==> config.mk <==
export PLATFORM = sky130hd
export DESIGN_NAME = wb_beat_counter
export DESIGN_NICKNAME = d
export VERILOG_FILES = /design/src/logic/wb_beat_counter.sv
export VERILOG_INCLUDE_DIRS = /design/src /design/src/logic
export SDC_FILE = /design/constraint.sdc
export NUM_CORES = 1
export LEC_CHECK = 0
export BUFFER_PORTS_ARGS = -buffer_cell sky130_fd_sc_hd__buf_2
export CAP_MARGIN = 20
export CORE_AREA = 5 5 42 44
export CTS_BUF_LIST = sky130_fd_sc_hd__clkbuf_4 sky130_fd_sc_hd__clkbuf_8 sky130_fd_sc_hd__clkbuf_16
export DETAILED_ROUTE_END_ITERATION = 12
export DIE_AREA = 0 0 47 49
export SYNTH_ARGS = -nofsm -noshare
export SYNTH_HDL_FRONTEND = slang
export SYNTH_SLANG_ARGS = --single-unit
==> constraint.sdc <==
create_clock -name clk -period 1.1 [get_ports clk]
set_input_delay 0.11 -clock clk [delete_from_list [all_inputs] [get_ports clk]]
set_output_delay 0.11 -clock clk [all_outputs]
set_load 0.01 [all_outputs]
==> src/logic/dcache_defines.svh <==
`ifndef DCACHE_DEFINES_SVH
`define DCACHE_DEFINES_SVH

// cache geometry
`define DC_WAYS      6
`define DC_SETS      8
`define DC_INDEX_W   3   // log2 of sets
`define DC_OFFSET_W  5   // 32-byte lines

// address and data widths
`define DC_TAG_W     24  // 32 - index - offset
`define DC_WORD_W    32
`define DC_LINE_W    256 // 8 words per line
`define DC_BEATS     8   // words per memory burst

// replacement bookkeeping
`define DC_AGE_W     3   // ages 0 to 5
`define DC_WAY_W     3   // way number

`endif
==> src/logic/wb_beat_counter.sv <==
`timescale 1ns/1ps
`default_nettype none

`include "dcache_defines.svh"

module wb_beat_counter (
  input  logic clk,
  input  logic rst,
  input  logic beat_fire, // accepted write-back beat
  output logic last_beat
);

  localparam int CNT_W = $clog2(`DC_BEATS);

  logic [CNT_W-1:0] cnt_q;

  // wraps after the eighth beat so every burst starts from zero
  always_ff @(posedge clk) begin
    if (rst) begin
      cnt_q <= '0;
    end else if (beat_fire) begin
      cnt_q <= cnt_q + 1'b1;
    end
  end

  assign last_beat = (cnt_q == CNT_W'(`DC_BEATS - 1)); // also marks last on the bus

endmodule

`default_nettype wire

==> reports/metrics.json <==
{
  "cts_tree": {"value": "yes"},
  "final_nets": {"value": 25},
  "htree_num_levels": {"value": 1},
  "path_clk_slew": {"value": 0.04, "unit": "ns"},
  "final_core_utilization": {"value": 16.52, "unit": "%"},
  "yosys.area.top_type_share": {"value": 48.00, "unit": "%"},
  "post_synth.cell_area_avg": {"value": 11.37, "unit": "um2"},
  "cts_inserted_buffers": {"value": 3},
  "hold_path.class": {"value": "primary input to flip-flop"},
  "detailedPlace.worstSlack": {"value": 0.04812, "unit": "ns"},
  "grt_max_degree": {"value": 4},
  "global_route.usage.met2": {"value": 3.620, "unit": "%"},
  "fin_worst_skew": {"value": 0.00002393, "unit": "ns"},
  "timing.hold.worst_endpoint": {"value": "cnt_q[0]"},
  "final-hold-violation-count": {"value": 0},
  "fillCellCount": {"value": 166},
  "switching_share": {"value": 21.41, "unit": "%"},
  "antenna-diode-count": {"value": 0},
  "critical_path_data_arrival_time": {"value": 0.98, "unit": "ns"},
  "max_slew.worst_pin.slew": {"value": 0.1166, "unit": "ns"},
  "fin_crit": {"value": 1.085, "unit": "ns"},
  "outcome": {"value": "complete, no violations"},
  "cp-startpoint": {"value": "cnt_q[0]"},
  "pint": {"value": 301.3, "unit": "uW"},
  "setup_ws": {"value": 0.01490, "unit": "ns"},
  "worst_path_buffer_plus_inverter_count": {"value": 1},
  "largest_register_ffs": {"value": 3},
  "drv.max_cap_violation_count": {"value": 0},
  "cellLeakagePower": {"value": 0.09798, "unit": "nW"},
  "drive_above_1_share": {"value": 63.16, "unit": "%"},
  "timing.rr.end": {"value": "cnt_q[2]"},
  "core-area": {"value": 0.001401, "unit": "mm2"},
  "groute.usage.overall": {"value": 3.233, "unit": "%"},
  "netlist_instances": {"value": 11},
  "clk_path_buf_depth": {"value": 2},
  "synth.cell_area": {"value": 125.1, "unit": "um2"},
  "power_switching": {"value": 82.05, "unit": "uW"},
  "multiInputGateArea": {"value": 90.09, "unit": "um2"},
  "synth_warnings": {"value": 0},
  "grt_pass1_vias": {"value": 115},
  "io-pin-count": {"value": 4},
  "setup.worst_path.end_class": {"value": "output port"},
  "cts_hold_repair.buffers": {"value": 0},
  "grt_pass1_wl": {"value": 441, "unit": "um"},
  "clk-insertion-delay-late": {"value": 0.23, "unit": "ns"},
  "final-instance-count-excl-fill": {"value": 35},
  "crit_path_max_fanout": {"value": 2},
  "finalSetupViolCount": {"value": 0},
  "global_route.peak_usage_layer": {"value": "met3"},
  "rows": {"value": 14},
  "slew_violations": {"value": 0},
  "peakVddDrop": {"value": 0.3936, "unit": "mV"},
  "max_clock_freq": {"value": 921.6, "unit": "MHz"},
  "port_buffers": {"value": 3},
  "startpoint_of_the_worst_hold_path": {"value": "rst"},
  "synth.distinct_cells": {"value": 5},
  "drc": {"value": 0},
  "place.gp.congestion": {"value": 0.6771},
  "fraction_of_power_consumed_by_combinational_cells": {"value": 9.0, "unit": "%"},
  "final.period_utilization": {"value": 98.65, "unit": "%"},
  "clock-root-buffer": {"value": "clkbuf_4"},
  "vias_per_std_cell": {"value": 3.086},
  "worst_case_register_to_register_setup_slack": {"value": 0.14, "unit": "ns"},
  "initial_utilization": {"value": 8.929, "unit": "%"},
  "power.sequential.fraction": {"value": 33.1, "unit": "%"},
  "routedWlPerCell": {"value": 6.657, "unit": "um"},
  "first_pass_iters": {"value": 1},
  "fin_hold_ws": {"value": 0.05543, "unit": "ns"},
  "design.die.area": {"value": 0.002303, "unit": "mm2"},
  "totalPowerFinal": {"value": 383.3, "unit": "uW"},
  "grt_util_met1": {"value": 2.620, "unit": "%"},
  "synth_largest_area_cell": {"value": "dfxtp_1"},
  "globalRouteOverflowTotal": {"value": 0},
  "critical_path.reg2reg.startpoint": {"value": "cnt_q[0]"},
  "die_span_in_x": {"value": 47, "unit": "um"},
  "floorplan.die.height": {"value": 49, "unit": "um"},
  "groute.layer.met3.usage": {"value": 4.428, "unit": "%"},
  "antenna_found_initial": {"value": 0},
  "post_synth_main_area_contributors": {"value": "dfxtp_1 48%, ha_1 20%, mux2i_1 16%"},
  "worst-setup-path-type": {"value": "flip-flop to output port"},
  "worst_ep_required_time": {"value": 0.99, "unit": "ns"},
  "critical-path-slowest-cell": {"value": "dfxtp_2"},
  "timing.max_slew.rel_slack": {"value": 92.00, "unit": "%"},
  "synthesis.nets": {"value": 16},
  "max_stage_delay": {"value": 0.33, "unit": "ns"},
  "crit_path_frequent_cell": {"value": "ha_4"},
  "dr.first_iter.drc_count": {"value": 0},
  "unrepaired_setup_endpoints_after_global_routing": {"value": "true"},
  "largestRegisters": {"value": "cnt_q: 3 flops"},
  "cpLargestDelayFamily": {"value": "flip-flops"},
  "share_of_the_yosys_chip_area_belonging_to_registers": {"value": 48.00, "unit": "%"},
  "drt-total-wl": {"value": 233, "unit": "um"},
  "cts_num_sinks": {"value": 3},
  "antenna_left": {"value": 0},
  "rr_worst_depth": {"value": 4},
  "postSynthRegisterBits": {"value": 3},
  "flow.area_growth_from_synthesis": {"value": 85.00, "unit": "%"},
  "regMostFlops": {"value": "cnt_q"},
  "power_density": {"value": 1656, "unit": "mW/mm2"},
  "clock_power_share": {"value": 57.9, "unit": "%"},
  "area.sequential": {"value": 62.56, "unit": "um2"},
  "min_delay_path_depth": {"value": 2},
  "crit_path_cell_trace": {"value": "ha_4 > ha_4 > buf_6"},
  "routed-via-count": {"value": 108},
  "crit_path_start_kind": {"value": "flip-flop"},
  "post-place-cells": {"value": 30}
}
power groups by stage:
stage	registers, mW	clock network (mW)	logic (mW)
CTS	0.126	0.230	0.0352
global placement	0.124	0	0.0245
detailed placement	0.124	0	0.0251
finish	0.127	0.222	0.0345
floorplan	0.123	0	0.0165
global route	0.128	0.253	0.0411
cells by family (layout without fill, tap and decap cells):
group                    count (synthesis)  in the layout  synth area share (%)
flip-flops                               3              3                 48.00
AND/OR/NAND/NOR                          3              3                 8.999
adder cells (fa/ha/maj)                  2              2                 20.00
multiplexers                             2              2                 16.00
XOR/XNOR                                 1              1                 7.001
buffers and inverters                    0              8                     0
area by class of cell:
class | instances | area share (%)
repair buffers | 4 | 12.43
flip-flops and latches | 3 | 27.03
multi-input cells | 8 | 38.92
clock buffers | 4 | 12.97
well taps | 16 | 8.649
worst max-delay path by stage:
stage,end,slack (ns),cells past startpoint
5_1_grt,last_beat,-0.03,3
2_1_floorplan,cnt_q[2],0.08,4
4_1_cts,last_beat,0.004,3
3_3_place_gp,cnt_q[2],0.05,4
6_report,last_beat,0.01,3
3_5_place_dp,cnt_q[2],0.05,4
metal layers:
metal / up-vias / wire length [um]
met4: 0 / 8
met5: - / 0
met2: 5 / 109
met1: 49 / 87
li1: 52 / -
met3: 2 / 27
cell usage in the layout, fill, tap and decap left out, drive strengths merged:
cell type  n
clkbuf     4
buf        4
nor2       3
dfxtp      3
mux2i      2
ha         2
xnor2      1
timing repair:
| item | 4_1_cts | 5_1_grt |
|---|---|---|
| endpoints found under the hold margin | 0 | 0 |
| setup buffers | 1 | 0 |
| gates cloned | 0 | 0 |
| resized for setup | 6 | 1 |
| endpoints found under the setup margin | 1 | 1 |
cell usage after synthesis, drive strengths merged:
master / n
mux2i: 2
nor2: 3
ha: 2
xnor2: 1
dfxtp: 3
per-stage QoR:
| stage | cell area (um2) | setup TNS [ns] |
|---|---|---|
| after floorplan | 125.1 | 0 |
| after global placement | 160.2 | 0 |
| after detailed placement | 160.2 | 0 |
| after CTS | 230.2 | 0 |
| after global routing | 231.5 | -0.02538 |
| final | 231.5 | 0 |
Power figures use the tool's default switching activity.
