==> config.mk <==
export PLATFORM = sky130hd
export DESIGN_NAME = lru_ages
export DESIGN_NICKNAME = d
export VERILOG_FILES = /design/src/logic/dcache_pkg.sv /design/src/logic/lru_ages.sv
export VERILOG_INCLUDE_DIRS = /design/src /design/src/logic
export SDC_FILE = /design/constraint.sdc
export NUM_CORES = 1
export LEC_CHECK = 0
export BUFFER_PORTS_ARGS = -buffer_cell sky130_fd_sc_hd__buf_2
export CORE_AREA = 2 2 176 92
export DETAILED_ROUTE_END_ITERATION = 12
export DIE_AREA = 0 0 178 94
export PLACE_DENSITY = 0.7
export REMOVE_ABC_BUFFERS = 1
export SETUP_SLACK_MARGIN = 0.15
export SLEW_MARGIN = 25
export SYNTH_ARGS = -nofsm -noshare
export SYNTH_HDL_FRONTEND = slang
export SYNTH_SLANG_ARGS = --single-unit
export TNS_END_PERCENT = 30
==> constraint.sdc <==
create_clock -name clk -period 6.4 [get_ports clk]
set_clock_uncertainty 0.2 [all_clocks]
set_input_delay 1.28 -clock clk [delete_from_list [all_inputs] [get_ports clk]]
set_output_delay 1.28 -clock clk [all_outputs]
set_load 0.05 [all_outputs]
==> src/logic/dcache_defines.svh <==
`ifndef DCACHE_DEFINES_SVH
`define DCACHE_DEFINES_SVH

// cache geometry
`define DC_WAYS      6
`define DC_SETS      8
`define DC_INDEX_W   3   // log2 of sets
`define DC_OFFSET_W  5   // 32-byte lines

// address and data widths
`define DC_TAG_W     24  // 32 - index - offset
`define DC_WORD_W    32
`define DC_LINE_W    256 // 8 words per line
`define DC_BEATS     8   // words per memory burst

// replacement bookkeeping
`define DC_AGE_W     3   // ages 0 to 5
`define DC_WAY_W     3   // way number

`endif
==> src/logic/dcache_pkg.sv <==
`default_nettype none

`include "dcache_defines.svh"

package dcache_pkg;

  typedef logic [`DC_WORD_W-1:0] word_t; // one cpu or memory word

  // cpu address split for the lookup
  typedef struct packed {
    logic [`DC_TAG_W-1:0]      tag;
    logic [`DC_INDEX_W-1:0]    index;
    logic [2:0]                word;     // word inside the line
    logic [1:0]                byte_off; // always zero for word access
  } dc_addr_fields_t;

  // raw view for compare and memory address, field view for lookup
  typedef union packed {
    logic [`DC_WORD_W-1:0] raw;
    dc_addr_fields_t       f;
  } dc_addr_u;

  typedef struct packed {
    logic     we;    // 1 = write
    dc_addr_u addr;
    word_t    wdata;
    logic [3:0] wstrb; // byte enables for writes
  } dc_cpu_req_t;

  typedef struct packed {
    word_t data;
    logic  last; // eighth beat of a write-back
  } dc_wr_beat_t;

  typedef logic [`DC_LINE_W-1:0] dc_line_t;
  typedef logic [`DC_WAY_W-1:0]  dc_way_t;

  typedef enum logic [2:0] {
    IDLE, W_HIT, R_HIT, SEND_RSP, WB_REQ, WB_DATA, RF_REQ, REFILL
  } dc_state_e;

endpackage

`default_nettype wire

==> src/logic/lru_ages.sv <==
`timescale 1ns/1ps
`default_nettype none

`include "dcache_defines.svh"

module lru_ages import dcache_pkg::*; (
  input  logic                   clk,
  input  logic                   rst,
  input  logic [`DC_INDEX_W-1:0] index,
  input  logic                   touch,    // hit state, way just used
  input  dc_way_t                hit_way,
  output dc_way_t                victim_way
);

  // age 0 is most recent, DC_WAYS-1 is the oldest
  logic [`DC_AGE_W-1:0] age_q [`DC_SETS][`DC_WAYS];
  logic [`DC_AGE_W-1:0] hit_age;
  logic [`DC_WAYS-1:0]  is_oldest;

  assign hit_age = age_q[index][hit_way];

  always_ff @(posedge clk) begin
    if (rst) begin
      for (int s = 0; s < `DC_SETS; s++) begin
        for (int w = 0; w < `DC_WAYS; w++) begin
          age_q[s][w] <= `DC_AGE_W'(w); // start as a valid permutation
        end
      end
    end else if (touch) begin
      for (int w = 0; w < `DC_WAYS; w++) begin
        if (dc_way_t'(w) == hit_way) begin
          age_q[index][w] <= '0;
        end else if (age_q[index][w] < hit_age) begin
          age_q[index][w] <= age_q[index][w] + 1'b1; // only younger ways move
        end
      end
    end
  end

  // victim is the way holding the top age
  always_comb begin
    victim_way = '0;
    for (int w = `DC_WAYS - 1; w >= 0; w--) begin
      is_oldest[w] = (age_q[index][w] == `DC_AGE_W'(`DC_WAYS - 1));
      if (is_oldest[w]) victim_way = dc_way_t'(w);
    end
  end

  // ages in a set stay a permutation across all updates
  a_one_oldest : assert property (@(posedge clk) disable iff (rst)
    $onehot(is_oldest));

endmodule

`default_nettype wire

==> run metrics <==
vias=6777; # clock sinks=around 140; Most flops, register=age_q; die height=94 µm; clock share of power=between 40% and 50%; antenna viol nets, final=0; Main synth FF type=edfxtp_1; gr usage total=34.93%; CP max FO=21; DR DRC count=0; Max-cap violations=0; Commonest cells post-synth=edfxtp_1, nor2_1, nand2_1; clk buf depth=2; Net Sw Power=736.1 µW; Power Dens Cells=279.6 nW/µm²; Tmin final=6095 ps; Logic pwr share=17.2%; diode count=0; Yosys top cell area share=52.92%; row count=32; Post-Syn Area=8170 µm²; first-pass GRT wire length=41.07 mm; Setup Viol. Count Final=0; largest registers=age_q (144); Cell Count, Final, Fillers Out=969; DP HPWL=19.73 mm; Post-synth ARST share=0%; worst min-delay path category=reg -> reg; initial antenna violation count=0; fin crit share=95.24%; synth top area cells=edfxtp_1, nor2_1, mux2_2; post-synth cell types=70; LEAKAGE=roughly 0.003 µW; Congestion Overflow GR=0; CP Cell Sequence=buf_2 > buf_4 > mux2_2 > mux4_2 > nor2_1 > inv_1 > ha_1 > a21o_1 > a21boi_0 > o21a_1 > buf_2; biggest area consumer among synthesized cells=edfxtp_1; die area=16730 µm²; sw frac=28.73%; die width=178 µm; Synth-to-Final Area Change=12.16%; number of synthesized flops with an enable pin=144; Internal=1826 µW; Avg Cell Area, Syn=11.15 µm²; Rel. slew slack=29.82%; Flop pwr share=42.7%; slew at the pin with the worst max-slew slack=1042 ps; critical path's most frequent cell=buf_2; Setup crit start kind=input port; FF+latch count, synth=144; Final Hold Viols=0; crit path DAT=4620 ps; crit-path max cell delay=510 ps; Layout fillers=1196; Seq/Total Area, Yosys=52.92%; # port buffers=11; Data required, critical path=4920 ps; CTS-repair resized insts=0; drt pass-1 iters=7; I/O Pins=12; clock slew at reported path FFs=around 60 ps; vias per cell=6.994; root buffer cell=clkbuf_16; length of routed met3 wiring=4.781 mm; Final nets=785; max reg flops=144; Worst VDD drop=~0.00019 V; Avg WL per Cell=28.75 µm; setup TNS=0 ps; drt total wl=27.85 mm; f_max=between 150 and 200 MHz; GPL Wtd Cong=1.053; cts bufs inserted=17; Clock Latency Late Sink=430 ps; Core Area=around 15000 µm²; hold buffers post-CTS=0; CTS tree=yes; share of cells above drive strength 1=18.56%; Post-Syn Instances=733; most frequent cell after synthesis=edfxtp_1; wl on met1=11.22 mm; WS Path Type=in -> out; Yosys Warn Count=0; largest net degree at the start of global routing=38; Post-Place Cells=937; met2 wire length=10.91 mm; vias in the first global route=6577; unrepaired setup endpoints after global routing=no; CP endpoint kind=output port; Initial DRC Count=1140; CP max stage cell=mux4_2; H-tree level count=4; status=finished clean; highest routed layer=met5; Initial Util=about 54%; setup bufs post-CTS=0; count of pins over their slew limit=0
==> metal layers <==
metal	GRT usage, %	up-vias
met3	18.20	82
met5	3.846	-
met1	47.92	3304
met4	10.93	2
met2	46.96	573
li1	-	2816
==> power groups by stage <==
| stage | Clock [µW] | Combinational [µW] | Sequential [µW] |
|---|---|---|---|
| 3_3_place_gp | 0 | 402 | 1110 |
| 3_5_place_dp | 0 | 417 | 1110 |
| 5_1_grt | 1060 | 463 | 1100 |
| 6_report | 1030 | 441 | 1090 |
| 4_1_cts | 1020 | 421 | 1090 |
| 2_1_floorplan | 0 | 250 | 1110 |
==> kinds of logic (layout without fill, tap and decap cells) <==
group	after synthesis	count (layout)	synth area share [%]
buffers and inverters	73	105	4.073
muxes	54	54	8.606
adders and majority gates	24	24	3.675
AOI/OAI and AO/OA	176	176	15.70
DFF	144	144	52.92
and+or+nand+nor	256	256	14.38
xor gates and xnor gates	6	6	0.6432
==> through the flow <==
step	total power [µW]	utilization (%)	area [µm²]	setup slack (ps)	hold WS (ps)
2_1_floorplan	1356	-	7898	1099	759.3
3_3_place_gp	1515	56.76	8568	458.3	964.0
3_5_place_dp	1531	56.76	8568	208.6	974.6
4_1_cts	2538	60.71	9164	442.4	982.6
5_1_grt	2621	60.71	9164	273.4	1037
6_report	2562	60.71	9164	304.6	1003
==> worst max-delay path, delay by kind of cell <==
| kind | cells | cell delay (ps) |
|---|---|---|
| AO/OA/AOI/OAI | 3 | 460 |
| multiplexers | 2 | 900 |
| adder cells (fa/ha/maj) | 1 | 270 |
| AND/OR/NAND/NOR | 1 | 420 |
| buffers and inverters | 4 | 1260 |
==> path summary, 6_finish.rpt <==
kind	slack (ps)	start	endpoint	cells after the start
worst min register to register	1000	age_q[4][9]	age_q[1][9]	5
worst min-delay path	1000	age_q[4][9]	age_q[1][9]	5
worst max-delay path	300	index[2]	victim_way[0]	11
worst max register to register	1400	age_q[2][11]	age_q[1][10]	12
==> final cells by class <==
type	instances	area [µm²]	area share (%)
flip-flops and latches	144	4324	47.19
multi-input cells	516	3528	38.50
clock buffers	19	432.9	4.724
repair buffers	57	400.4	4.369
well taps	204	255.2	2.785
clock inverters	13	162.7	1.775
inverters	16	60.06	0.6554
==> layout by cell type, fill, tap and decap left out, types with 3 or more instances in the layout <==
cell type,instances
a211oi_1,10
a21boi_0,3
a21o_1,12
a21oi_1,27
a221oi_1,8
a22oi_1,13
a31oi_1,10
and2_1,7
and3_1,3
and3b_1,5
buf_2,11
buf_4,46
bufinv_16,3
clkbuf_16,17
clkinvlp_4,5
edfxtp_1,144
ha_1,24
inv_1,15
mux2_2,28
mux2i_1,14
mux4_2,10
nand2_1,62
nand3_1,20
nand3b_1,4
nand4_1,4
nor2_1,98
nor2b_1,7
nor3_1,29
o211ai_1,26
o21a_1,3
o21ai_0,28
o21ai_1,4
o22ai_1,4
xor2_1,4
(Power assumes the default switching activity.)
