`src/logic/dcache_defines.svh`:
```
`ifndef DCACHE_DEFINES_SVH
`define DCACHE_DEFINES_SVH

// cache geometry
`define DC_WAYS      6
`define DC_SETS      8
`define DC_INDEX_W   3   // log2 of sets
`define DC_OFFSET_W  5   // 32-byte lines

// address and data widths
`define DC_TAG_W     24  // 32 - index - offset
`define DC_WORD_W    32
`define DC_LINE_W    256 // 8 words per line
`define DC_BEATS     8   // words per memory burst

// replacement bookkeeping
`define DC_AGE_W     3   // ages 0 to 5
`define DC_WAY_W     3   // way number

`endif
```
`src/logic/dcache_pkg.sv`:
```
`default_nettype none

`include "dcache_defines.svh"

package dcache_pkg;

  typedef logic [`DC_WORD_W-1:0] word_t; // one cpu or memory word

  // cpu address split for the lookup
  typedef struct packed {
    logic [`DC_TAG_W-1:0]      tag;
    logic [`DC_INDEX_W-1:0]    index;
    logic [2:0]                word;     // word inside the line
    logic [1:0]                byte_off; // always zero for word access
  } dc_addr_fields_t;

  // raw view for compare and memory address, field view for lookup
  typedef union packed {
    logic [`DC_WORD_W-1:0] raw;
    dc_addr_fields_t       f;
  } dc_addr_u;

  typedef struct packed {
    logic     we;    // 1 = write
    dc_addr_u addr;
    word_t    wdata;
    logic [3:0] wstrb; // byte enables for writes
  } dc_cpu_req_t;

  typedef struct packed {
    word_t data;
    logic  last; // eighth beat of a write-back
  } dc_wr_beat_t;

  typedef logic [`DC_LINE_W-1:0] dc_line_t;
  typedef logic [`DC_WAY_W-1:0]  dc_way_t;

  typedef enum logic [2:0] {
    IDLE, W_HIT, R_HIT, SEND_RSP, WB_REQ, WB_DATA, RF_REQ, REFILL
  } dc_state_e;

endpackage

`default_nettype wire

```
`src/logic/cache_ctrl_fsm.sv`:
```
`timescale 1ns/1ps
`default_nettype none

`include "dcache_defines.svh"

module cache_ctrl_fsm import dcache_pkg::*; (
  input  logic clk,
  input  logic rst,
  // cpu side
  input  logic cpu_req_valid,
  input  logic cpu_we,
  output logic cpu_req_ready,
  output logic cpu_rsp_valid,
  input  logic cpu_rsp_ready,
  // lookup results
  input  logic hit,
  input  logic victim_dirty,
  // memory read channel
  output logic mem_rd_req_valid,
  input  logic mem_rd_req_ready,
  input  logic mem_rd_rsp_valid,
  input  logic mem_rd_rsp_last,
  output logic mem_rd_rsp_ready,
  // memory write channel
  output logic mem_wr_req_valid,
  input  logic mem_wr_req_ready,
  output logic mem_wr_data_valid,
  input  logic mem_wr_data_ready,
  input  logic last_beat,
  // datapath strobes
  output logic hit_write,
  output logic refill_beat,
  output logic touch,
  output logic wb_capture,
  output logic beat_fire
);

  dc_state_e state_q;
  dc_state_e state_d;

  always_ff @(posedge clk) begin
    if (rst) begin
      state_q <= IDLE;
    end else begin
      state_q <= state_d;
    end
  end

  always_comb begin
    state_d = state_q;
    unique case (state_q)
      IDLE: begin
        if (cpu_req_valid) begin // lookup is combinational on the held request
          if (hit) begin
            state_d = cpu_we ? W_HIT : R_HIT;
          end else begin
            state_d = victim_dirty ? WB_REQ : RF_REQ; // dirty victim goes out first
          end
        end
      end
      W_HIT:    state_d = IDLE; // merge happens on this edge
      R_HIT:    state_d = SEND_RSP;
      SEND_RSP: if (cpu_rsp_ready) state_d = IDLE;
      WB_REQ:   if (mem_wr_req_ready) state_d = WB_DATA;
      WB_DATA:  if (beat_fire && last_beat) state_d = RF_REQ; // eighth beat accepted
      RF_REQ:   if (mem_rd_req_ready) state_d = REFILL;
      REFILL: begin
        // line is in place after the last beat, replay as a hit
        if (mem_rd_rsp_valid && mem_rd_rsp_last) begin
          state_d = cpu_we ? W_HIT : R_HIT;
        end
      end
      default:  state_d = IDLE;
    endcase
  end

  // handshakes are pure state decode
  assign cpu_req_ready     = (state_q == W_HIT) || (state_q == R_HIT);
  assign cpu_rsp_valid     = (state_q == SEND_RSP); // held until cpu takes it
  assign mem_rd_req_valid  = (state_q == RF_REQ);
  assign mem_rd_rsp_ready  = (state_q == REFILL);
  assign mem_wr_req_valid  = (state_q == WB_REQ);
  assign mem_wr_data_valid = (state_q == WB_DATA);

  // one-cycle strobes to the datapath
  assign hit_write   = (state_q == W_HIT);
  assign refill_beat = (state_q == REFILL) && mem_rd_rsp_valid; // gaps allowed
  assign touch       = (state_q == W_HIT) || (state_q == R_HIT); // refilled line counts as used
  assign wb_capture  = (state_q == WB_REQ) && mem_wr_req_ready; // victim line snapshot
  assign beat_fire   = mem_wr_data_valid && mem_wr_data_ready;

  // a request only completes on a line that is present, refilled or not
  a_ready_on_hit : assert property (@(posedge clk) disable iff (rst)
    cpu_req_ready |-> hit);

  // victim stays dirty until its write-back burst is done
  a_wb_dirty_victim : assert property (@(posedge clk) disable iff (rst)
    (mem_wr_req_valid || mem_wr_data_valid) |-> victim_dirty);

endmodule

`default_nettype wire

```
`config.mk`:
```
export PLATFORM = sky130hd
export DESIGN_NAME = cache_ctrl_fsm
export DESIGN_NICKNAME = d
export VERILOG_FILES = /design/src/logic/dcache_pkg.sv /design/src/logic/cache_ctrl_fsm.sv
export VERILOG_INCLUDE_DIRS = /design/src /design/src/logic
export SDC_FILE = /design/constraint.sdc
export NUM_CORES = 1
export LEC_CHECK = 0
export BUFFER_PORTS_ARGS = -buffer_cell sky130_fd_sc_hd__clkbuf_2
export CAP_MARGIN = 20
export CORE_AREA = 2 2 39 41
export CTS_CLUSTER_SIZE = 10
export DETAILED_ROUTE_END_ITERATION = 10
export DIE_AREA = 0 0 41 43
export GPL_TIMING_DRIVEN = 0
export HOLD_SLACK_MARGIN = 0.02
export PLACE_DENSITY = 0.61
export SLEW_MARGIN = 20
export SYNTH_ARGS = -nofsm -noshare
export SYNTH_HDL_FRONTEND = slang
export SYNTH_SLANG_ARGS = --single-unit
export TNS_END_PERCENT = 100
```
`constraint.sdc`:
```
create_clock -name clk -period 1.7 [get_ports clk]
set_clock_uncertainty 0.15 [all_clocks]
set_input_delay 0.085 -clock clk [delete_from_list [all_inputs] [get_ports clk]]
set_output_delay 0.085 -clock clk [all_outputs]
set_load 0.005 [all_outputs]
```
==> metrics.txt <==
run status finished, final reports clean; initial antenna violation count 0; min-delay worst type in2reg; worst slew pin tran 0.285 ns; # port buffers 23; DR WL/cell 10.8 um; ys async rst share 0; TritonCTS Buffers 3; Placed Area 467 um2; All-Layer GR Usage 0.120; PD cells 908 nW/um2; Critical Path AT 1.59 ns; DRT iter0 DRCs 6; Largest regs state_q: 3 flops; num ports 24; layout cell share with drive strength beyond 1 0.452; WS Path Type reg2reg; Worst-path clk slew 0.04 ns; sequential fraction of the synthesis area 0.181; Clock Sinks 3; maxcap violations 0; die height about 43 um; global route overflow 0; CP required 1.66 ns; Top reg by flops state_q; CP startpoint kind flip-flop; Initial Util 0.240; antenna-violating nets left 0; Max IR drop VDD 242 uV; Residual DRC 0; postcts setup bufs 0; Final setup viols 0; commonest non-fill, non-tap cell in the layout clkbuf_2; DIE AREA 1760 um2; Clock Latency Late Sink 0.23 ns; post-synth cell types 27; syn_nets 58; largest net degree at the start of global routing 11; Layout Nets 87; Via Count 426; final hold violation count 0; Tcrit/Tclk final 0.955; H-tree levels 1; CTS tree built; Synth Flop Type dfxtp_1; YS warnings 0; first-pass GRT wire length approximately 1500 um; Util after Layout 0.370; Core Area 1380 um2; synthesis-stage register bit count 3; die width roughly 41 um; maximum fanout along the worst path 10; Post-synth EDFFs 0; GP Congestion 0.776; Root Buffer clkbuf_4; cells after synthesis 45; Slew HR 0.808; cell row count 14; leakage 0.000270 uW; Mean Syn Cell Area 7.37 um2; synthesized area 332 um2; final WL 965 um; post-route cell area about 510 um2; post-layout minimum cycle time 1.62 ns; P&R area growth vs syn 54.3%; Slew Viols, Final 0; first-pass iteration count of the detailed router 3; fmax 0.616 GHz; Critical Path Sink Type flip-flop; max reg flops 3; Detailed Place HPWL about 760 um; DR vias/cell 4.79; n_diodes 0; vias in the first global route about 400; CTS Buffer Depth 2; most frequent cells in the layout clkbuf_2, and3_1, nor2_1
==> worst max-delay path: stages (launching register included) <==
cell           delay, ns
dfxtp_1             0.36
buf_6               0.15
nand3_1             0.08
a21oi_1             0.17
nor3_1              0.06
dlygate4sd3_1       0.54
==> power by group <==
part / leakage (uW) / switching, uW / internal [uW]
combinational: 0.000230 / 124 / 121
clock: 0.0000150 / 36.2 / 87.9
sequential: 0.0000247 / 9.38 / 85.3
total: 0.000270 / 170 / 295
==> synth_stat cells (2+ instances only) <==
cell type  number  share of area
and2_1          3          0.057
o221ai_1        2          0.053
and3_1          4          0.075
buf_2           2          0.030
buf_4           2          0.045
nor2_1          4          0.045
dfxtp_1         3           0.18
nand2_1         3          0.034
a211o_1         2          0.053
a21oi_1         3          0.045
==> path summary, 6_finish.rpt <==
| path | startpoint | to | slack [ns] | depth (start not counted) |
|---|---|---|---|---|
| max | state_q[0] | state_q[2] | 0.08 | 5 |
| min | mem_wr_req_ready | state_q[1] | 0.13 | 4 |
| max reg2reg | state_q[0] | state_q[2] | 0.08 | 5 |
| min reg2reg | state_q[1] | state_q[0] | 0.55 | 3 |
==> area by class of cell <==
class	count	area, um2
fill	155	872
multi-input combinational	35	228
timing repair buffer	25	135
sequential	3	60.1
buffer	4	35.0
clock buffer	4	26.3
tap	16	20.0
inverter	2	7.51
==> through the flow <==
stage	hold WS, ns	setup WS (ns)	total power (uW)	setup TNS, ns	instances
finish	0.129	0.0767	465	0	89
detailed placement	0.148	0.380	334	0	84
floorplan	0.0143	0.479	256	0	45
CTS	0.117	0.0578	473	0	90
global placement	0.141	0.403	334	0	84
global route	0.173	-0.00292	505	-0.00292	89
==> per-layer routing <==
metal	share of wire	global-route usage	vias up
met2	0.54	0.216	9
met3	0.044	0	0
met5	0	0	-
li1	-	-	220
met4	0	0.0800	0
met1	0.41	0.124	197
==> timing repair <==
action | in CTS | in global routing
endpoints found under the hold margin | 2 | 0
resized for setup | 0 | 1
hold buffers | 2 | 0
setup endpoints to repair | 0 | 1
==> kinds of logic (layout without fill, tap and decap cells) <==
| family | Yosys count | in the layout | synth area share |
|---|---|---|---|
| AO/OA/AOI/OAI | 11 | 11 | 0.253 |
| buffers and inverters | 7 | 35 | 0.132 |
| flip-flops | 3 | 3 | 0.181 |
| multiplexers | 1 | 1 | 0.0302 |
| AND/OR/NAND/NOR | 23 | 23 | 0.404 |
Power figures use the tool's default switching activity.
