--- src/logic/dcache_defines.svh ---
`ifndef DCACHE_DEFINES_SVH
`define DCACHE_DEFINES_SVH

// cache geometry
`define DC_WAYS      6
`define DC_SETS      8
`define DC_INDEX_W   3   // log2 of sets
`define DC_OFFSET_W  5   // 32-byte lines

// address and data widths
`define DC_TAG_W     24  // 32 - index - offset
`define DC_WORD_W    32
`define DC_LINE_W    256 // 8 words per line
`define DC_BEATS     8   // words per memory burst

// replacement bookkeeping
`define DC_AGE_W     3   // ages 0 to 5
`define DC_WAY_W     3   // way number

`endif
--- src/logic/dcache_pkg.sv ---
`default_nettype none

`include "dcache_defines.svh"

package dcache_pkg;

  typedef logic [`DC_WORD_W-1:0] word_t; // one cpu or memory word

  // cpu address split for the lookup
  typedef struct packed {
    logic [`DC_TAG_W-1:0]      tag;
    logic [`DC_INDEX_W-1:0]    index;
    logic [2:0]                word;     // word inside the line
    logic [1:0]                byte_off; // always zero for word access
  } dc_addr_fields_t;

  // raw view for compare and memory address, field view for lookup
  typedef union packed {
    logic [`DC_WORD_W-1:0] raw;
    dc_addr_fields_t       f;
  } dc_addr_u;

  typedef struct packed {
    logic     we;    // 1 = write
    dc_addr_u addr;
    word_t    wdata;
    logic [3:0] wstrb; // byte enables for writes
  } dc_cpu_req_t;

  typedef struct packed {
    word_t data;
    logic  last; // eighth beat of a write-back
  } dc_wr_beat_t;

  typedef logic [`DC_LINE_W-1:0] dc_line_t;
  typedef logic [`DC_WAY_W-1:0]  dc_way_t;

  typedef enum logic [2:0] {
    IDLE, W_HIT, R_HIT, SEND_RSP, WB_REQ, WB_DATA, RF_REQ, REFILL
  } dc_state_e;

endpackage

`default_nettype wire

--- src/logic/writeback_buffer.sv ---
`timescale 1ns/1ps
`default_nettype none

`include "dcache_defines.svh"

module writeback_buffer import dcache_pkg::*; (
  input  logic     clk,
  input  logic     rst,
  input  logic     wb_capture,  // write request accepted
  input  dc_line_t victim_line,
  input  logic     beat_fire,   // current word taken by memory
  output word_t    wb_word
);

  dc_line_t line_q; // victim snapshot, lowest word goes first

  always_ff @(posedge clk) begin
    if (wb_capture) begin
      line_q <= victim_line;
    end else if (beat_fire) begin
      // next ascending word moves into the output slot
      line_q <= {`DC_WORD_W'(0), line_q[`DC_LINE_W-1:`DC_WORD_W]};
    end
  end

  assign wb_word = line_q[`DC_WORD_W-1:0];

  // the fsm must not drain the buffer on the load edge
  a_no_fire_on_capture : assert property (@(posedge clk) disable iff (rst)
    wb_capture |-> !beat_fire);

endmodule

`default_nettype wire

--- config.mk ---
export PLATFORM = sky130hd
export DESIGN_NAME = writeback_buffer
export DESIGN_NICKNAME = d
export VERILOG_FILES = /design/src/logic/dcache_pkg.sv /design/src/logic/writeback_buffer.sv
export VERILOG_INCLUDE_DIRS = /design/src /design/src/logic
export SDC_FILE = /design/constraint.sdc
export NUM_CORES = 1
export LEC_CHECK = 0
export BUFFER_PORTS_ARGS = -buffer_cell sky130_fd_sc_hd__buf_2
export CAP_MARGIN = 20
export CORE_UTILIZATION = 54
export CTS_BUF_LIST = sky130_fd_sc_hd__clkbuf_16
export CTS_CLUSTER_DIAMETER = 100
export DETAILED_ROUTE_END_ITERATION = 6
export PLACE_DENSITY = 0.88
export SLEW_MARGIN = 20
export SYNTH_ARGS = -nofsm -noshare
export SYNTH_HDL_FRONTEND = slang
export SYNTH_SLANG_ARGS = --single-unit
--- constraint.sdc ---
create_clock -name clk -period 4.86 [get_ports clk]
set_input_delay 0.486 -clock clk [delete_from_list [all_inputs] [get_ports clk]]
set_output_delay 0.486 -clock clk [all_outputs]
set_load 0.05 [all_outputs]
==> report_table.html, run 1 <==
<table>
<tr><th>Metric</th><th>Value</th></tr>
<tr><th colspan="2">Run status</th></tr>
<tr><td>Result of the run</td><td>finished, final reports clean</td></tr>
<tr><th colspan="2">Layout</th></tr>
<tr><td>Largest register FFs</td><td>around 260</td></tr>
<tr><td>Number of fill cells</td><td>1401</td></tr>
<tr><td>Registers with the most flip-flops</td><td>line_q (256)</td></tr>
<tr><td>Share of post-route cells with drive strength above 1</td><td>around two thirds</td></tr>
<tr><td>Largest reg by FF count</td><td>line_q</td></tr>
<tr><td>Net count of the finished layout</td><td>roughly 1100</td></tr>
<tr><td>Layout overhead on the synthesized area</td><td>18.0%</td></tr>
<tr><th colspan="2">Logic synthesis</th></tr>
<tr><td>Cell count after synthesis</td><td>around 570</td></tr>
<tr><td>Synthesized area divided by synthesized cell count</td><td>about 21 µm²</td></tr>
<tr><td>Portion of the post-synthesis area used by sequential elements</td><td>between 60% and 70%</td></tr>
<tr><td>Area leader, netlist</td><td>edfxtp_1</td></tr>
<tr><td>Post-Syn Nets</td><td>around 830</td></tr>
<tr><td>Library cells used by synthesis</td><td>9</td></tr>
<tr><td>Number of synthesized register bits</td><td>roughly 260</td></tr>
<tr><td>Syn Std Cell Area</td><td>~0.012 mm²</td></tr>
<tr><td>Number of synthesis warnings</td><td>0</td></tr>
<tr><td>Proportion of netlist area held by the largest area contributor</td><td>~65%</td></tr>
<tr><td>Biggest area contributors in the synthesized netlist</td><td>edfxtp_1, mux2_4, mux2_2, buf_12, buf_4</td></tr>
<tr><th colspan="2">Timing</th></tr>
<tr><td>Finish-stage setup viols</td><td>0</td></tr>
<tr><td>Final cycle utilization of the critical path</td><td>roughly 44%</td></tr>
<tr><td>Max Fclk</td><td>approximately 0.47 GHz</td></tr>
<tr><td>Unrepaired setup endpoints after global routing</td><td>no</td></tr>
<tr><td>Sum of negative setup slack</td><td>0 ps</td></tr>
<tr><td>Actual slew at the worst max-slew pin</td><td>between 1000 and 1500 ps</td></tr>
<tr><td>Headroom to the max-slew limit</td><td>between 20 and 30%</td></tr>
<tr><td>Fin. max-slew vios</td><td>0</td></tr>
<tr><td>Post-Route Skew</td><td>approximately 18 ps</td></tr>
<tr><td>Shortest period the worst path allows</td><td>approximately 2100 ps</td></tr>
<tr><td>Worst setup margin</td><td>between 2000 and 3000 ps</td></tr>
<tr><td>Fin. Hold Viols</td><td>0</td></tr>
<tr><th colspan="2">Drt</th></tr>
<tr><td>Metal3 WL</td><td>between 1500 and 2000 µm</td></tr>
<tr><td>DRC violation count after routing</td><td>0</td></tr>
<tr><td>Metal1 wirelength</td><td>around 7600 µm</td></tr>
<tr><td>Via count normalized by instance count</td><td>4.92</td></tr>
<tr><td>Sum of routed wire length over all layers</td><td>approximately 20000 µm</td></tr>
<tr><td>Count of TritonRoute iterations in the first routing pass</td><td>4</td></tr>
<tr><td>ANT nets after route</td><td>0</td></tr>
<tr><td>Number of design-rule violations left by the first detailed-router iteration</td><td>227</td></tr>
<tr><td>WL/cell</td><td>between 15 and 20 µm</td></tr>
<tr><td>WL met2</td><td>10200 µm</td></tr>
<tr><td>Highest signal layer in the routed design</td><td>met4</td></tr>
<tr><td>Vias</td><td>5590</td></tr>
<tr><th colspan="2">Clock tree</th></tr>
<tr><td>Buffers inserted by post-CTS timing repair</td><td>0</td></tr>
<tr><td>CTS Sinks</td><td>about 260</td></tr>
<tr><td>Worst-case clock buffer depth</td><td>3</td></tr>
<tr><td>Hold Buf Count CTS</td><td>0</td></tr>
<tr><td>Clock buffer count from CTS</td><td>27</td></tr>
<tr><td>TritonCTS clock tree</td><td>built</td></tr>
<tr><td>Number of H-tree levels</td><td>1</td></tr>
<tr><td>Root buffer selected by CTS</td><td>clkbuf_16</td></tr>
<tr><td>Worst-skew pair later-pin latency</td><td>530 ps</td></tr>
<tr><td>Resize count post-CTS</td><td>0</td></tr>
<tr><td>Clock transition at the registers of the reported paths</td><td>approximately 60 ps</td></tr>
<tr><th colspan="2">Job</th></tr>
<tr><td>Max-cap violation count</td><td>0</td></tr>
<tr><th colspan="2">Power and ir drop</th></tr>
<tr><td>Power per standard cell area</td><td>between 300 and 400 mW/mm²</td></tr>
<tr><td>Pleak</td><td>about 0.0061 µW</td></tr>
<tr><td>Highest ir drop seen on vdd</td><td>307 µV</td></tr>
<tr><th colspan="2">Setup path</th></tr>
<tr><td>Largest driver fanout on the critical path</td><td>51</td></tr>
<tr><td>Cell family with the largest share of critical-path delay</td><td>buffers and inverters</td></tr>
<tr><td>Arr. time, crit path</td><td>2370 ps</td></tr>
<tr><td>Stage delay of the slowest cell on the critical path</td><td>between 700 and 800 ps</td></tr>
<tr><td>Required @ worst endpoint</td><td>~5100 ps</td></tr>
<tr><td>Cell with the largest stage delay on the worst path</td><td>buf_4</td></tr>
<tr><td>Cell depth of the worst flop-to-flop path</td><td>1</td></tr>
<tr><td>CP Launch Type</td><td>primary input</td></tr>
<tr><td>Worst setup path class</td><td>primary input to flop</td></tr>
<tr><td>Instance count on the critical path</td><td>4</td></tr>
<tr><td>CP dominant cell by count</td><td>buf_4</td></tr>
<tr><td>Number of buffers and inverters on the critical path</td><td>3</td></tr>
<tr><td>Cell chain of the critical path</td><td>buf_8 &gt; buf_4 &gt; buf_4 &gt; mux2_4</td></tr>
<tr><td>Kind of capture point of the worst setup path</td><td>flop</td></tr>
<tr><th colspan="2">Die</th></tr>
<tr><td>Die H</td><td>approximately 150 µm</td></tr>
<tr><td>Initial core utilization</td><td>55.6%</td></tr>
<tr><td>Horiz. Die Dim</td><td>about 150 µm</td></tr>
<tr><td>Die Area</td><td>around 0.022 mm²</td></tr>
<tr><td>Std-Cell Core Area</td><td>approximately 0.021 mm²</td></tr>
<tr><td>Number of standard-cell rows in the floorplan</td><td>between 50 and 60</td></tr>
<tr><td>IO Count</td><td>292</td></tr>
<tr><th colspan="2">GRT</th></tr>
<tr><td>Combined global-route utilization of all metal layers</td><td>between 15 and 20%</td></tr>
<tr><td>Total global routing overflow</td><td>0</td></tr>
<tr><td>Wire length of the first global-routing pass</td><td>just under 30000 µm</td></tr>
<tr><td>Number of global-route vias before repair</td><td>5771</td></tr>
<tr><td>Largest net degree at the start of global routing</td><td>82</td></tr>
<tr><td>Number of antenna violations at the first check in global routing</td><td>2</td></tr>
<tr><th colspan="2">Placement</th></tr>
<tr><td>IO Port Bufs</td><td>290</td></tr>
<tr><td>Sum of net half-perimeters after detailed placement</td><td>13800 µm</td></tr>
<tr><td>Dpl ws</td><td>2220 ps</td></tr>
<tr><td>Gpl congestion</td><td>0.737</td></tr>
<tr><th colspan="2">Worst hold path</th></tr>
<tr><td>WHS Path Cells</td><td>2</td></tr>
<tr><td>Type of the most critical hold path</td><td>primary input to flop</td></tr>
</table>
cells in the mapped netlist:
cell / n
and2_1: 32
buf_12: 12
buf_2: 6
buf_4: 32
buf_6: 11
edfxtp_1: 256
mux2_2: 27
mux2_4: 197
or2_2: 1
area by class of cell:
cell class / instances / area [µm²] / share of cell area [%]
Antenna cell: 1 / 2.50 / 0.0180
Clock inverter: 21 / 181 / 1.30
Tap cell: 275 / 344 / 2.47
Timing Repair Buffer: 299 / 1550 / 11.2
Sequential cell: 256 / 7690 / 55.2
Clock buffer: 27 / 676 / 4.86
Multi-Input combinational cell: 257 / 3470 / 24.9
through the flow:
| stage | instance area (µm²) | util [%] | instances | total power, µW | hold slack [ps] |
|---|---|---|---|---|---|
| after floorplan | 11800 | - | 574 | 3360 | 525 |
| after global placement | 13100 | 61.5 | 1087 | 3450 | 527 |
| after detailed placement | 13100 | 61.5 | 1087 | 3490 | 534 |
| after CTS | 13900 | 65.6 | 1135 | 5470 | 227 |
| after global routing | 13900 | 65.6 | 1136 | 5610 | 227 |
| final | 13900 | 65.6 | 1136 | 5410 | 252 |
power by group:
group          switching (µW)  total (µW)  internal [µW]
registers                66.7        2780           2710
clock network             805        1970           1170
logic                     287         658            371
cell families after synthesis:
family	count (synthesis)	synth area share [%]
flops	256	65.2
simple gates	33	1.75
mux	224	27.7
buf+inv	61	5.38
routing by layer:
layer	track usage [%]	vias up
li1	-	2709
met1	19.4	2634
met2	31.7	210
met3	4.42	37
met4	5.35	0
met5	0	-
cell usage in the layout (no fill, tap or decap), types with 3 or more instances in the layout:
cell type  count
edfxtp_1     256
mux2_4       197
and2_1        32
clkbuf_16     27
clkinv_1       6
inv_1          3
clkinv_2       5
buf_4          7
bufinv_16      3
buf_2        289
mux2_2        27
final timing paths:
kind,startpoint,to,slack [ps]
min reg2reg,line_q[172],line_q[140],530
min,victim_line[224],line_q[224],250
max,wb_capture,line_q[175],2740
max reg2reg,line_q[142],line_q[110],3910
No activity file was read; power rests on OpenSTA's default activity.
==> run 2, diff against run 1 <==
--- a/config.mk
+++ b/config.mk
@@ -6,13 +6,14 @@
 export SDC_FILE = /design/constraint.sdc
 export NUM_CORES = 1
 export LEC_CHECK = 0
+export ABC_AREA = 1
 export BUFFER_PORTS_ARGS = -buffer_cell sky130_fd_sc_hd__buf_2
 export CAP_MARGIN = 20
-export CORE_UTILIZATION = 54
+export CORE_UTILIZATION = 53
 export CTS_BUF_LIST = sky130_fd_sc_hd__clkbuf_16
 export CTS_CLUSTER_DIAMETER = 100
 export DETAILED_ROUTE_END_ITERATION = 6
-export PLACE_DENSITY = 0.88
+export PLACE_DENSITY = 0.87
 export SLEW_MARGIN = 20
 export SYNTH_ARGS = -nofsm -noshare
 export SYNTH_HDL_FRONTEND = slang
==> constraint.sdc (replaced) <==
create_clock -name clk -period 2.2 [get_ports clk]
set_input_delay 0.22 -clock clk [delete_from_list [all_inputs] [get_ports clk]]
set_output_delay 0.22 -clock clk [all_outputs]
set_load 0.05 [all_outputs]
==> run 2 against run 1 <==
Compared with the run above:
- critical path depth down 3
- clock power up 130%
- via count up 65%
- global-route usage up 11 points
- combinational power up 140%
- sequential power up 120%
- final cell count up 62%
- critical endpoint is now wb_word[0]
==> report_table.html, run 2 <==
<table>
<tr><th>Metric</th><th>Value</th></tr>
<tr><th colspan="2">Logic synthesis</th></tr>
<tr><td>Library cells used by synthesis</td><td>9</td></tr>
<tr><td>Syn Std Cell Area</td><td>about 0.011 mm²</td></tr>
<tr><td>Most used standard cells in the synthesized netlist</td><td>nand2_1, edfxtp_1, buf_4, inv_1, buf_2</td></tr>
<tr><td>Number of enable-type register cells in the synthesized netlist</td><td>approximately 260</td></tr>
<tr><td>Synthesized area divided by synthesized cell count</td><td>about 10 µm²</td></tr>
<tr><td>Number of synthesis warnings</td><td>0</td></tr>
<tr><td>Area leader, netlist</td><td>edfxtp_1</td></tr>
<tr><td>Primary FF master, synth</td><td>edfxtp_1</td></tr>
<tr><td>Async set or reset register ratio after synthesis</td><td>0%</td></tr>
<tr><td>Cell count after synthesis</td><td>roughly 1100</td></tr>
<tr><td>Dominant cell by count in the synthesized netlist</td><td>nand2_1</td></tr>
<tr><td>Biggest area contributors in the synthesized netlist</td><td>edfxtp_1, nand2_1, buf_4, buf_6, buf_2</td></tr>
<tr><td>Post-Syn Nets</td><td>around 1300</td></tr>
<tr><td>Number of synthesized register bits</td><td>256</td></tr>
<tr><td>Portion of the post-synthesis area used by sequential elements</td><td>between 60 and 70%</td></tr>
<tr><td>Proportion of netlist area held by the largest area contributor</td><td>a little over two thirds</td></tr>
<tr><th colspan="2">Layout</th></tr>
<tr><td>Largest register FFs</td><td>approximately 260</td></tr>
<tr><td>Layout overhead on the synthesized area</td><td>40.8%</td></tr>
<tr><td>Registers with the most flip-flops</td><td>line_q (256)</td></tr>
<tr><td>Share of post-route cells with drive strength above 1</td><td>between 20% and 30%</td></tr>
<tr><td>Largest reg by FF count</td><td>line_q</td></tr>
<tr><td>Most common cell after layout, fill and taps aside</td><td>nand2_1</td></tr>
<tr><td>Commonest cells after routing, fill and taps aside</td><td>nand2_1, buf_2, edfxtp_1</td></tr>
<tr><td>Net count of the finished layout</td><td>between 1500 and 2000</td></tr>
<tr><td>Number of fill cells</td><td>about 1100</td></tr>
<tr><td>Final std cells w/o fill</td><td>approximately 1800</td></tr>
<tr><th colspan="2">Drt</th></tr>
<tr><td>Vias</td><td>just over 9000</td></tr>
<tr><td>Sum of routed wire length over all layers</td><td>roughly 30000 µm</td></tr>
<tr><td>Number of design-rule violations left by the first detailed-router iteration</td><td>659</td></tr>
<tr><td>Via count normalized by instance count</td><td>~5.0</td></tr>
<tr><td>Count of TritonRoute iterations in the first routing pass</td><td>5</td></tr>
<tr><td>ANT nets after route</td><td>0</td></tr>
<tr><td>WL/cell</td><td>about 17 µm</td></tr>
<tr><td>DRC violation count after routing</td><td>0</td></tr>
<tr><th colspan="2">Power and ir drop</th></tr>
<tr><td>Highest ir drop seen on vdd</td><td>between 700 and 800 µV</td></tr>
<tr><td>Final Total Pwr</td><td>~12000 µW</td></tr>
<tr><td>Power per standard cell area</td><td>roughly 790 mW/mm²</td></tr>
<tr><td>Pleak</td><td>0.00760 µW</td></tr>
<tr><th colspan="2">GRT</th></tr>
<tr><td>Largest net degree at the start of global routing</td><td>between 150 and 200</td></tr>
<tr><td>Combined global-route utilization of all metal layers</td><td>~28%</td></tr>
<tr><td>Met2 track demand over resource</td><td>between 50% and 60%</td></tr>
<tr><td>Wire length of the first global-routing pass</td><td>between 40000 and 50000 µm</td></tr>
<tr><td>Number of antenna violations at the first check in global routing</td><td>2</td></tr>
<tr><td>Number of global-route vias before repair</td><td>between 9000 and 10000</td></tr>
<tr><td>Most used routing layer in global routing</td><td>met2</td></tr>
<tr><td>Met3 global-route usage</td><td>4.69%</td></tr>
<tr><td>Total global routing overflow</td><td>0</td></tr>
<tr><td>Met1 usage</td><td>30.2%</td></tr>
<tr><th colspan="2">Die</th></tr>
<tr><td>IO Count</td><td>between 200 and 300</td></tr>
<tr><td>Std-Cell Core Area</td><td>0.0204 mm²</td></tr>
<tr><td>Die H</td><td>147 µm</td></tr>
<tr><td>Initial core utilization</td><td>54.4%</td></tr>
<tr><td>Horiz. Die Dim</td><td>about 150 µm</td></tr>
<tr><td>Number of standard-cell rows in the floorplan</td><td>52</td></tr>
<tr><td>Die Area</td><td>approximately 0.021 mm²</td></tr>
<tr><th colspan="2">Placement</th></tr>
<tr><td>IO Port Bufs</td><td>290</td></tr>
<tr><td>Gpl congestion</td><td>approximately 0.84</td></tr>
<tr><td>Sum of net half-perimeters after detailed placement</td><td>between 10000 and 15000 µm</td></tr>
<tr><td>Cells after DPL</td><td>~1600</td></tr>
<tr><th colspan="2">Setup path</th></tr>
<tr><td>Largest driver fanout on the critical path</td><td>1</td></tr>
<tr><td>Flop2flop setup slack</td><td>between 1000 and 1500 ps</td></tr>
<tr><td>Worst setup path class</td><td>flop to primary output</td></tr>
<tr><td>Arr. time, crit path</td><td>about 1200 ps</td></tr>
<tr><td>Cell with the largest stage delay on the worst path</td><td>edfxtp_1</td></tr>
<tr><td>Required @ worst endpoint</td><td>1980 ps</td></tr>
<tr><td>Kind of capture point of the worst setup path</td><td>primary output</td></tr>
<tr><td>Beginning of the critical path</td><td>line_q[0]</td></tr>
<tr><td>CP Launch Type</td><td>flop</td></tr>
<tr><td>Critical register-to-register path endpoint</td><td>line_q[199]</td></tr>
<tr><td>Number of buffers and inverters on the critical path</td><td>1</td></tr>
<tr><td>Worst setup path end</td><td>wb_word[0]</td></tr>
<tr><td>Instance count on the critical path</td><td>1</td></tr>
<tr><td>Cell chain of the critical path</td><td>buf_2</td></tr>
<tr><td>Launching point of the worst reg2reg path</td><td>line_q[231]</td></tr>
<tr><td>Cell family with the largest share of critical-path delay</td><td>flip-flops</td></tr>
<tr><td>Stage delay of the slowest cell on the critical path</td><td>~390 ps</td></tr>
<tr><td>Cell depth of the worst flop-to-flop path</td><td>2</td></tr>
<tr><th colspan="2">Timing</th></tr>
<tr><td>Actual slew at the worst max-slew pin</td><td>733 ps</td></tr>
<tr><td>Unrepaired setup endpoints after global routing</td><td>no</td></tr>
<tr><td>Fin. Hold Viols</td><td>0</td></tr>
<tr><td>Final cycle utilization of the critical path</td><td>63.7%</td></tr>
<tr><td>Finish-stage setup viols</td><td>0</td></tr>
<tr><td>Post-Route Skew</td><td>between 7 and 8 ps</td></tr>
<tr><td>Shortest period the worst path allows</td><td>about 1400 ps</td></tr>
<tr><td>Fin. max-slew vios</td><td>0</td></tr>
<tr><td>Max Fclk</td><td>about 0.71 GHz</td></tr>
<tr><td>Headroom to the max-slew limit</td><td>between 50% and 60%</td></tr>
<tr><th colspan="2">Clock tree</th></tr>
<tr><td>Number of H-tree levels</td><td>1</td></tr>
<tr><td>Worst-case clock buffer depth</td><td>3</td></tr>
<tr><td>Root buffer selected by CTS</td><td>clkbuf_16</td></tr>
<tr><td>Resize count post-CTS</td><td>0</td></tr>
<tr><td>CTS Sinks</td><td>256</td></tr>
<tr><td>Clock buffer count from CTS</td><td>27</td></tr>
<tr><td>Clock transition at the registers of the reported paths</td><td>roughly 60 ps</td></tr>
<tr><td>Worst-skew pair later-pin latency</td><td>between 500 and 600 ps</td></tr>
<tr><td>TritonCTS clock tree</td><td>built</td></tr>
<tr><th colspan="2">Run status</th></tr>
<tr><td>Result of the run</td><td>finished, final reports clean</td></tr>
<tr><th colspan="2">Job</th></tr>
<tr><td>Max-cap violation count</td><td>0</td></tr>
<tr><th colspan="2">Worst hold path</th></tr>
<tr><td>Startpoint of the most critical hold path</td><td>victim_line[120]</td></tr>
<tr><td>Type of the most critical hold path</td><td>primary input to flop</td></tr>
</table>
## run 2: changes by cell type in the layout (fill, tap and decap cells not counted), sizes merged
cell	change
clkinv	+2
inv	+31
dlygate4sd3	+223
mux2	-224
clkbuf	+1
nand2	+704
buf	+4
bufinv	+1
and2	-32
diode	+1
## run 2: worst min path at each step
stage,end,slack (ps),depth (start not counted)
2_1_floorplan,line_q[224],390,2
3_3_place_gp,line_q[249],480,3
3_5_place_dp,line_q[242],480,3
4_1_cts,line_q[20],0.2,3
5_1_grt,line_q[44],5,3
6_report,line_q[120],7,3
## run 2: final cells by class
type	count	area, µm²	area share [%]
multi-input cells	705	2650	17.0
clock inverters	22	210	1.35
inverters	33	129	0.826
flip-flops and latches	256	7690	49.3
repair buffers	527	3900	25.0
diodes	2	5.00	0.0321
clock buffers	27	676	4.33
well taps	270	338	2.17
## run 2: metrics by stage
step / util (%) / cell area, µm² / hold WS, ps / TNS, ps / worst slack (ps)
floorplan: - / 11100 / 393 / -138670 / -542
finish: 76.6 / 15600 / 6.90 / 0 / 799
global placement: 61.2 / 12500 / 476 / 0 / 625
CTS: 76.4 / 15500 / 0.225 / 0 / 829
detailed placement: 61.2 / 12500 / 479 / 0 / 608
global route: 76.6 / 15600 / 5.10 / 0 / 774
## run 2: layer usage
layer | wire length, µm | vias up
met4 | 1480 | 0
met2 | 16600 | 514
li1 | - | 4353
met1 | 10800 | 4225
met5 | 0 | -
met3 | 2050 | 122
## run 2: kinds of logic (layout without fill, tap and decap cells)
family	after synthesis	in the layout	synth area share, %
flip-flops	256	256	69.4
AND/OR/NAND/NOR	705	705	23.9
buffers and inverters	118	609	6.66
other	0	2	0
## run 2: repair_timing
item	CTS	global route
buffers inserted	0	0
setup endpoints to repair	0	0
hold buffers	219	4
endpoints found under the hold margin	219	4
## run 2: where the power goes
group | internal [µW] | switching, µW
combinational | 680 | 920
sequential | 5960 | 154
clock | 2700 | 1860
==> run 3, diff against run 2 <==
==> constraint.sdc (replaced) <==
create_clock -name clk -period 1.3 [get_ports clk]
set_input_delay 0.13 -clock clk [delete_from_list [all_inputs] [get_ports clk]]
set_output_delay 0.13 -clock clk [all_outputs]
set_load 0.05 [all_outputs]
==> run 3 against run 2 <==
Compared with the run above:
- sequential power grew 70%
- cell area grew 2.3%
- critical path depth is the same
- clock skew grew 3.0 ps
- sequential share of layout area shrank 1.1 points
- largest cell class unchanged
==> report_table.html, run 3 (synthesized netlist as in run 2, its figures left out) <==
<table>
<tr><th>Metric</th><th>Value</th></tr>
<tr><th colspan="2">Setup path</th></tr>
<tr><td>Number of buffers and inverters on the critical path</td><td>1</td></tr>
<tr><td>Stage delay of the slowest cell on the critical path</td><td>400 ps</td></tr>
<tr><td>Instance count on the critical path</td><td>1</td></tr>
<tr><td>Required @ worst endpoint</td><td>approximately 1200 ps</td></tr>
<tr><td>Kind of capture point of the worst setup path</td><td>primary output</td></tr>
<tr><td>Cell family with the largest share of critical-path delay</td><td>flip-flops</td></tr>
<tr><td>Arr. time, crit path</td><td>roughly 1200 ps</td></tr>
<tr><td>Cell with the largest stage delay on the worst path</td><td>edfxtp_1</td></tr>
<tr><td>Cell chain of the critical path</td><td>buf_2</td></tr>
<tr><td>Cell depth of the worst flop-to-flop path</td><td>2</td></tr>
<tr><td>Flop2flop setup slack</td><td>roughly 450 ps</td></tr>
<tr><td>Worst setup path class</td><td>flop to primary output</td></tr>
<tr><td>Launching point of the worst reg2reg path</td><td>line_q[174]</td></tr>
<tr><td>Largest driver fanout on the critical path</td><td>1</td></tr>
<tr><td>Beginning of the critical path</td><td>line_q[8]</td></tr>
<tr><td>CP Launch Type</td><td>flop</td></tr>
<tr><th colspan="2">Worst hold path</th></tr>
<tr><td>Type of the most critical hold path</td><td>primary input to flop</td></tr>
<tr><td>WHS Path Cells</td><td>2</td></tr>
<tr><td>Startpoint of the most critical hold path</td><td>beat_fire</td></tr>
<tr><th colspan="2">Power and ir drop</th></tr>
<tr><td>Final Total Pwr</td><td>20800 µW</td></tr>
<tr><td>Power per standard cell area</td><td>1310 mW/mm²</td></tr>
<tr><td>Highest ir drop seen on vdd</td><td>approximately 1100 µV</td></tr>
<tr><td>Pleak</td><td>0.00775 µW</td></tr>
<tr><th colspan="2">Timing</th></tr>
<tr><td>Sum of negative setup slack</td><td>0 ps</td></tr>
<tr><td>Unrepaired setup endpoints after global routing</td><td>no</td></tr>
<tr><td>Shortest period the worst path allows</td><td>between 1000 and 1500 ps</td></tr>
<tr><td>Final cycle utilization of the critical path</td><td>about 99%</td></tr>
<tr><td>Max Fclk</td><td>between 0.7 and 0.8 GHz</td></tr>
<tr><td>Post-Route Skew</td><td>around 10 ps</td></tr>
<tr><td>Fin. Hold Viols</td><td>0</td></tr>
<tr><td>Actual slew at the worst max-slew pin</td><td>between 800 and 900 ps</td></tr>
<tr><td>Headroom to the max-slew limit</td><td>about 46%</td></tr>
<tr><td>Worst setup margin</td><td>19.0 ps</td></tr>
<tr><td>Worst slack on hold paths</td><td>295 ps</td></tr>
<tr><td>Finish-stage setup viols</td><td>0</td></tr>
<tr><td>Fin. max-slew vios</td><td>0</td></tr>
<tr><th colspan="2">Layout</th></tr>
<tr><td>Share of post-route cells with drive strength above 1</td><td>21.8%</td></tr>
<tr><td>Layout overhead on the synthesized area</td><td>44.1%</td></tr>
<tr><td>Share of the core filled with cells in the final layout</td><td>between 70% and 80%</td></tr>
<tr><td>Largest register FFs</td><td>256</td></tr>
<tr><td>Registers with the most flip-flops</td><td>line_q (256)</td></tr>
<tr><td>Net count of the finished layout</td><td>1848</td></tr>
<tr><td>Most common cell after layout, fill and taps aside</td><td>nand2_1</td></tr>
<tr><td>Largest reg by FF count</td><td>line_q</td></tr>
<tr><td>Commonest cells after routing, fill and taps aside</td><td>nand2_1, buf_2, dlygate4sd3_1, edfxtp_1, inv_1</td></tr>
<tr><th colspan="2">Clock tree</th></tr>
<tr><td>Buffers inserted by post-CTS timing repair</td><td>0</td></tr>
<tr><td>Clock buffer count from CTS</td><td>26</td></tr>
<tr><td>TritonCTS clock tree</td><td>built</td></tr>
<tr><td>Root buffer selected by CTS</td><td>clkbuf_16</td></tr>
<tr><td>Worst-skew pair later-pin latency</td><td>between 500 and 600 ps</td></tr>
<tr><td>Worst-case clock buffer depth</td><td>3</td></tr>
<tr><td>CTS Sinks</td><td>~260</td></tr>
<tr><td>Clock transition at the registers of the reported paths</td><td>about 60 ps</td></tr>
<tr><td>Number of H-tree levels</td><td>1</td></tr>
<tr><th colspan="2">GRT</th></tr>
<tr><td>Wire length of the first global-routing pass</td><td>between 50000 and 60000 µm</td></tr>
<tr><td>Combined global-route utilization of all metal layers</td><td>31.0%</td></tr>
<tr><td>Number of antenna violations at the first check in global routing</td><td>4</td></tr>
<tr><td>Total global routing overflow</td><td>0</td></tr>
<tr><td>Most used routing layer in global routing</td><td>met2</td></tr>
<tr><td>Number of global-route vias before repair</td><td>just over 10000</td></tr>
<tr><td>Largest net degree at the start of global routing</td><td>about 120</td></tr>
<tr><td>Met1 usage</td><td>around 33%</td></tr>
<tr><td>Met3 global-route usage</td><td>under 10%</td></tr>
<tr><td>Met2 track demand over resource</td><td>a little under three fifths</td></tr>
<tr><th colspan="2">Die</th></tr>
<tr><td>Std-Cell Core Area</td><td>0.0204 mm²</td></tr>
<tr><td>Die Area</td><td>approximately 0.021 mm²</td></tr>
<tr><td>Initial core utilization</td><td>between 50 and 60%</td></tr>
<tr><td>Die H</td><td>roughly 150 µm</td></tr>
<tr><td>Horiz. Die Dim</td><td>around 150 µm</td></tr>
<tr><td>Number of standard-cell rows in the floorplan</td><td>52</td></tr>
<tr><td>IO Count</td><td>292</td></tr>
<tr><th colspan="2">Drt</th></tr>
<tr><td>ANT nets after route</td><td>0</td></tr>
<tr><td>WL/cell</td><td>around 18 µm</td></tr>
<tr><td>Count of TritonRoute iterations in the first routing pass</td><td>5</td></tr>
<tr><td>Number of design-rule violations left by the first detailed-router iteration</td><td>approximately 760</td></tr>
<tr><td>DRC violation count after routing</td><td>0</td></tr>
<tr><td>Sum of routed wire length over all layers</td><td>33700 µm</td></tr>
<tr><td>Vias</td><td>~9700</td></tr>
<tr><td>Via count normalized by instance count</td><td>~5.2</td></tr>
<tr><th colspan="2">Job</th></tr>
<tr><td>Max-cap violation count</td><td>0</td></tr>
<tr><th colspan="2">Placement</th></tr>
<tr><td>Gpl congestion</td><td>0.831</td></tr>
<tr><td>Dpl ws</td><td>-100 ps</td></tr>
<tr><td>Sum of net half-perimeters after detailed placement</td><td>approximately 15000 µm</td></tr>
<tr><td>IO Port Bufs</td><td>290</td></tr>
<tr><th colspan="2">Run status</th></tr>
<tr><td>Result of the run</td><td>finished, final reports clean</td></tr>
</table>
run 3: changes by cell type in the layout (fill, tap and decap cells not counted), sizes merged:
cell / change
clkbuf: -1
inv: +2
clkinv: -4
dlygate4sd3: +33
buf: +6
diode: +3
run 3: cell type report:
type	instances	area [µm²]
well taps	270	338
diodes	5	12.5
multi-input cells	705	2650
flip-flops and latches	256	7690
clock inverters	20	206
repair buffers	566	4280
fillers	1007	4410
inverters	33	129
clock buffers	26	651
run 3: final timing paths:
check / endpoint
hold / removal: line_q[150]
setup reg to reg: line_q[142]
setup / recovery: wb_word[8]
hold reg to reg: line_q[85]
run 3: stage by stage:
step / instances / area (µm²)
after detailed placement: 1574 / 12500
after global placement: 1574 / 12500
final: 1881 / 16000
after CTS: 1876 / 15900
after global routing: 1880 / 16000
after floorplan: 1079 / 11100
run 3: what timing repair did:
item                       in CTS  in global routing
setup endpoints to repair       0                  2
hold buffers                  256                  0
hold endpoints to repair      256                  0
resized for setup               0                  4
run 3: per-layer routing:
metal  routed length, µm  part of all wire [%]
met1               11300                    33
met2               17300                    51
met3                2620                   7.8
met4                2490                   7.4
met5                   0                     0
run 3: power by group:
part / internal, µW / leakage [µW] / switching, µW
clock network: 4430 / 0.000431 / 3170
logic: 1230 / 0.00464 / 1620
registers: 10100 / 0.00268 / 273
total: 15800 / 0.00775 / 5070
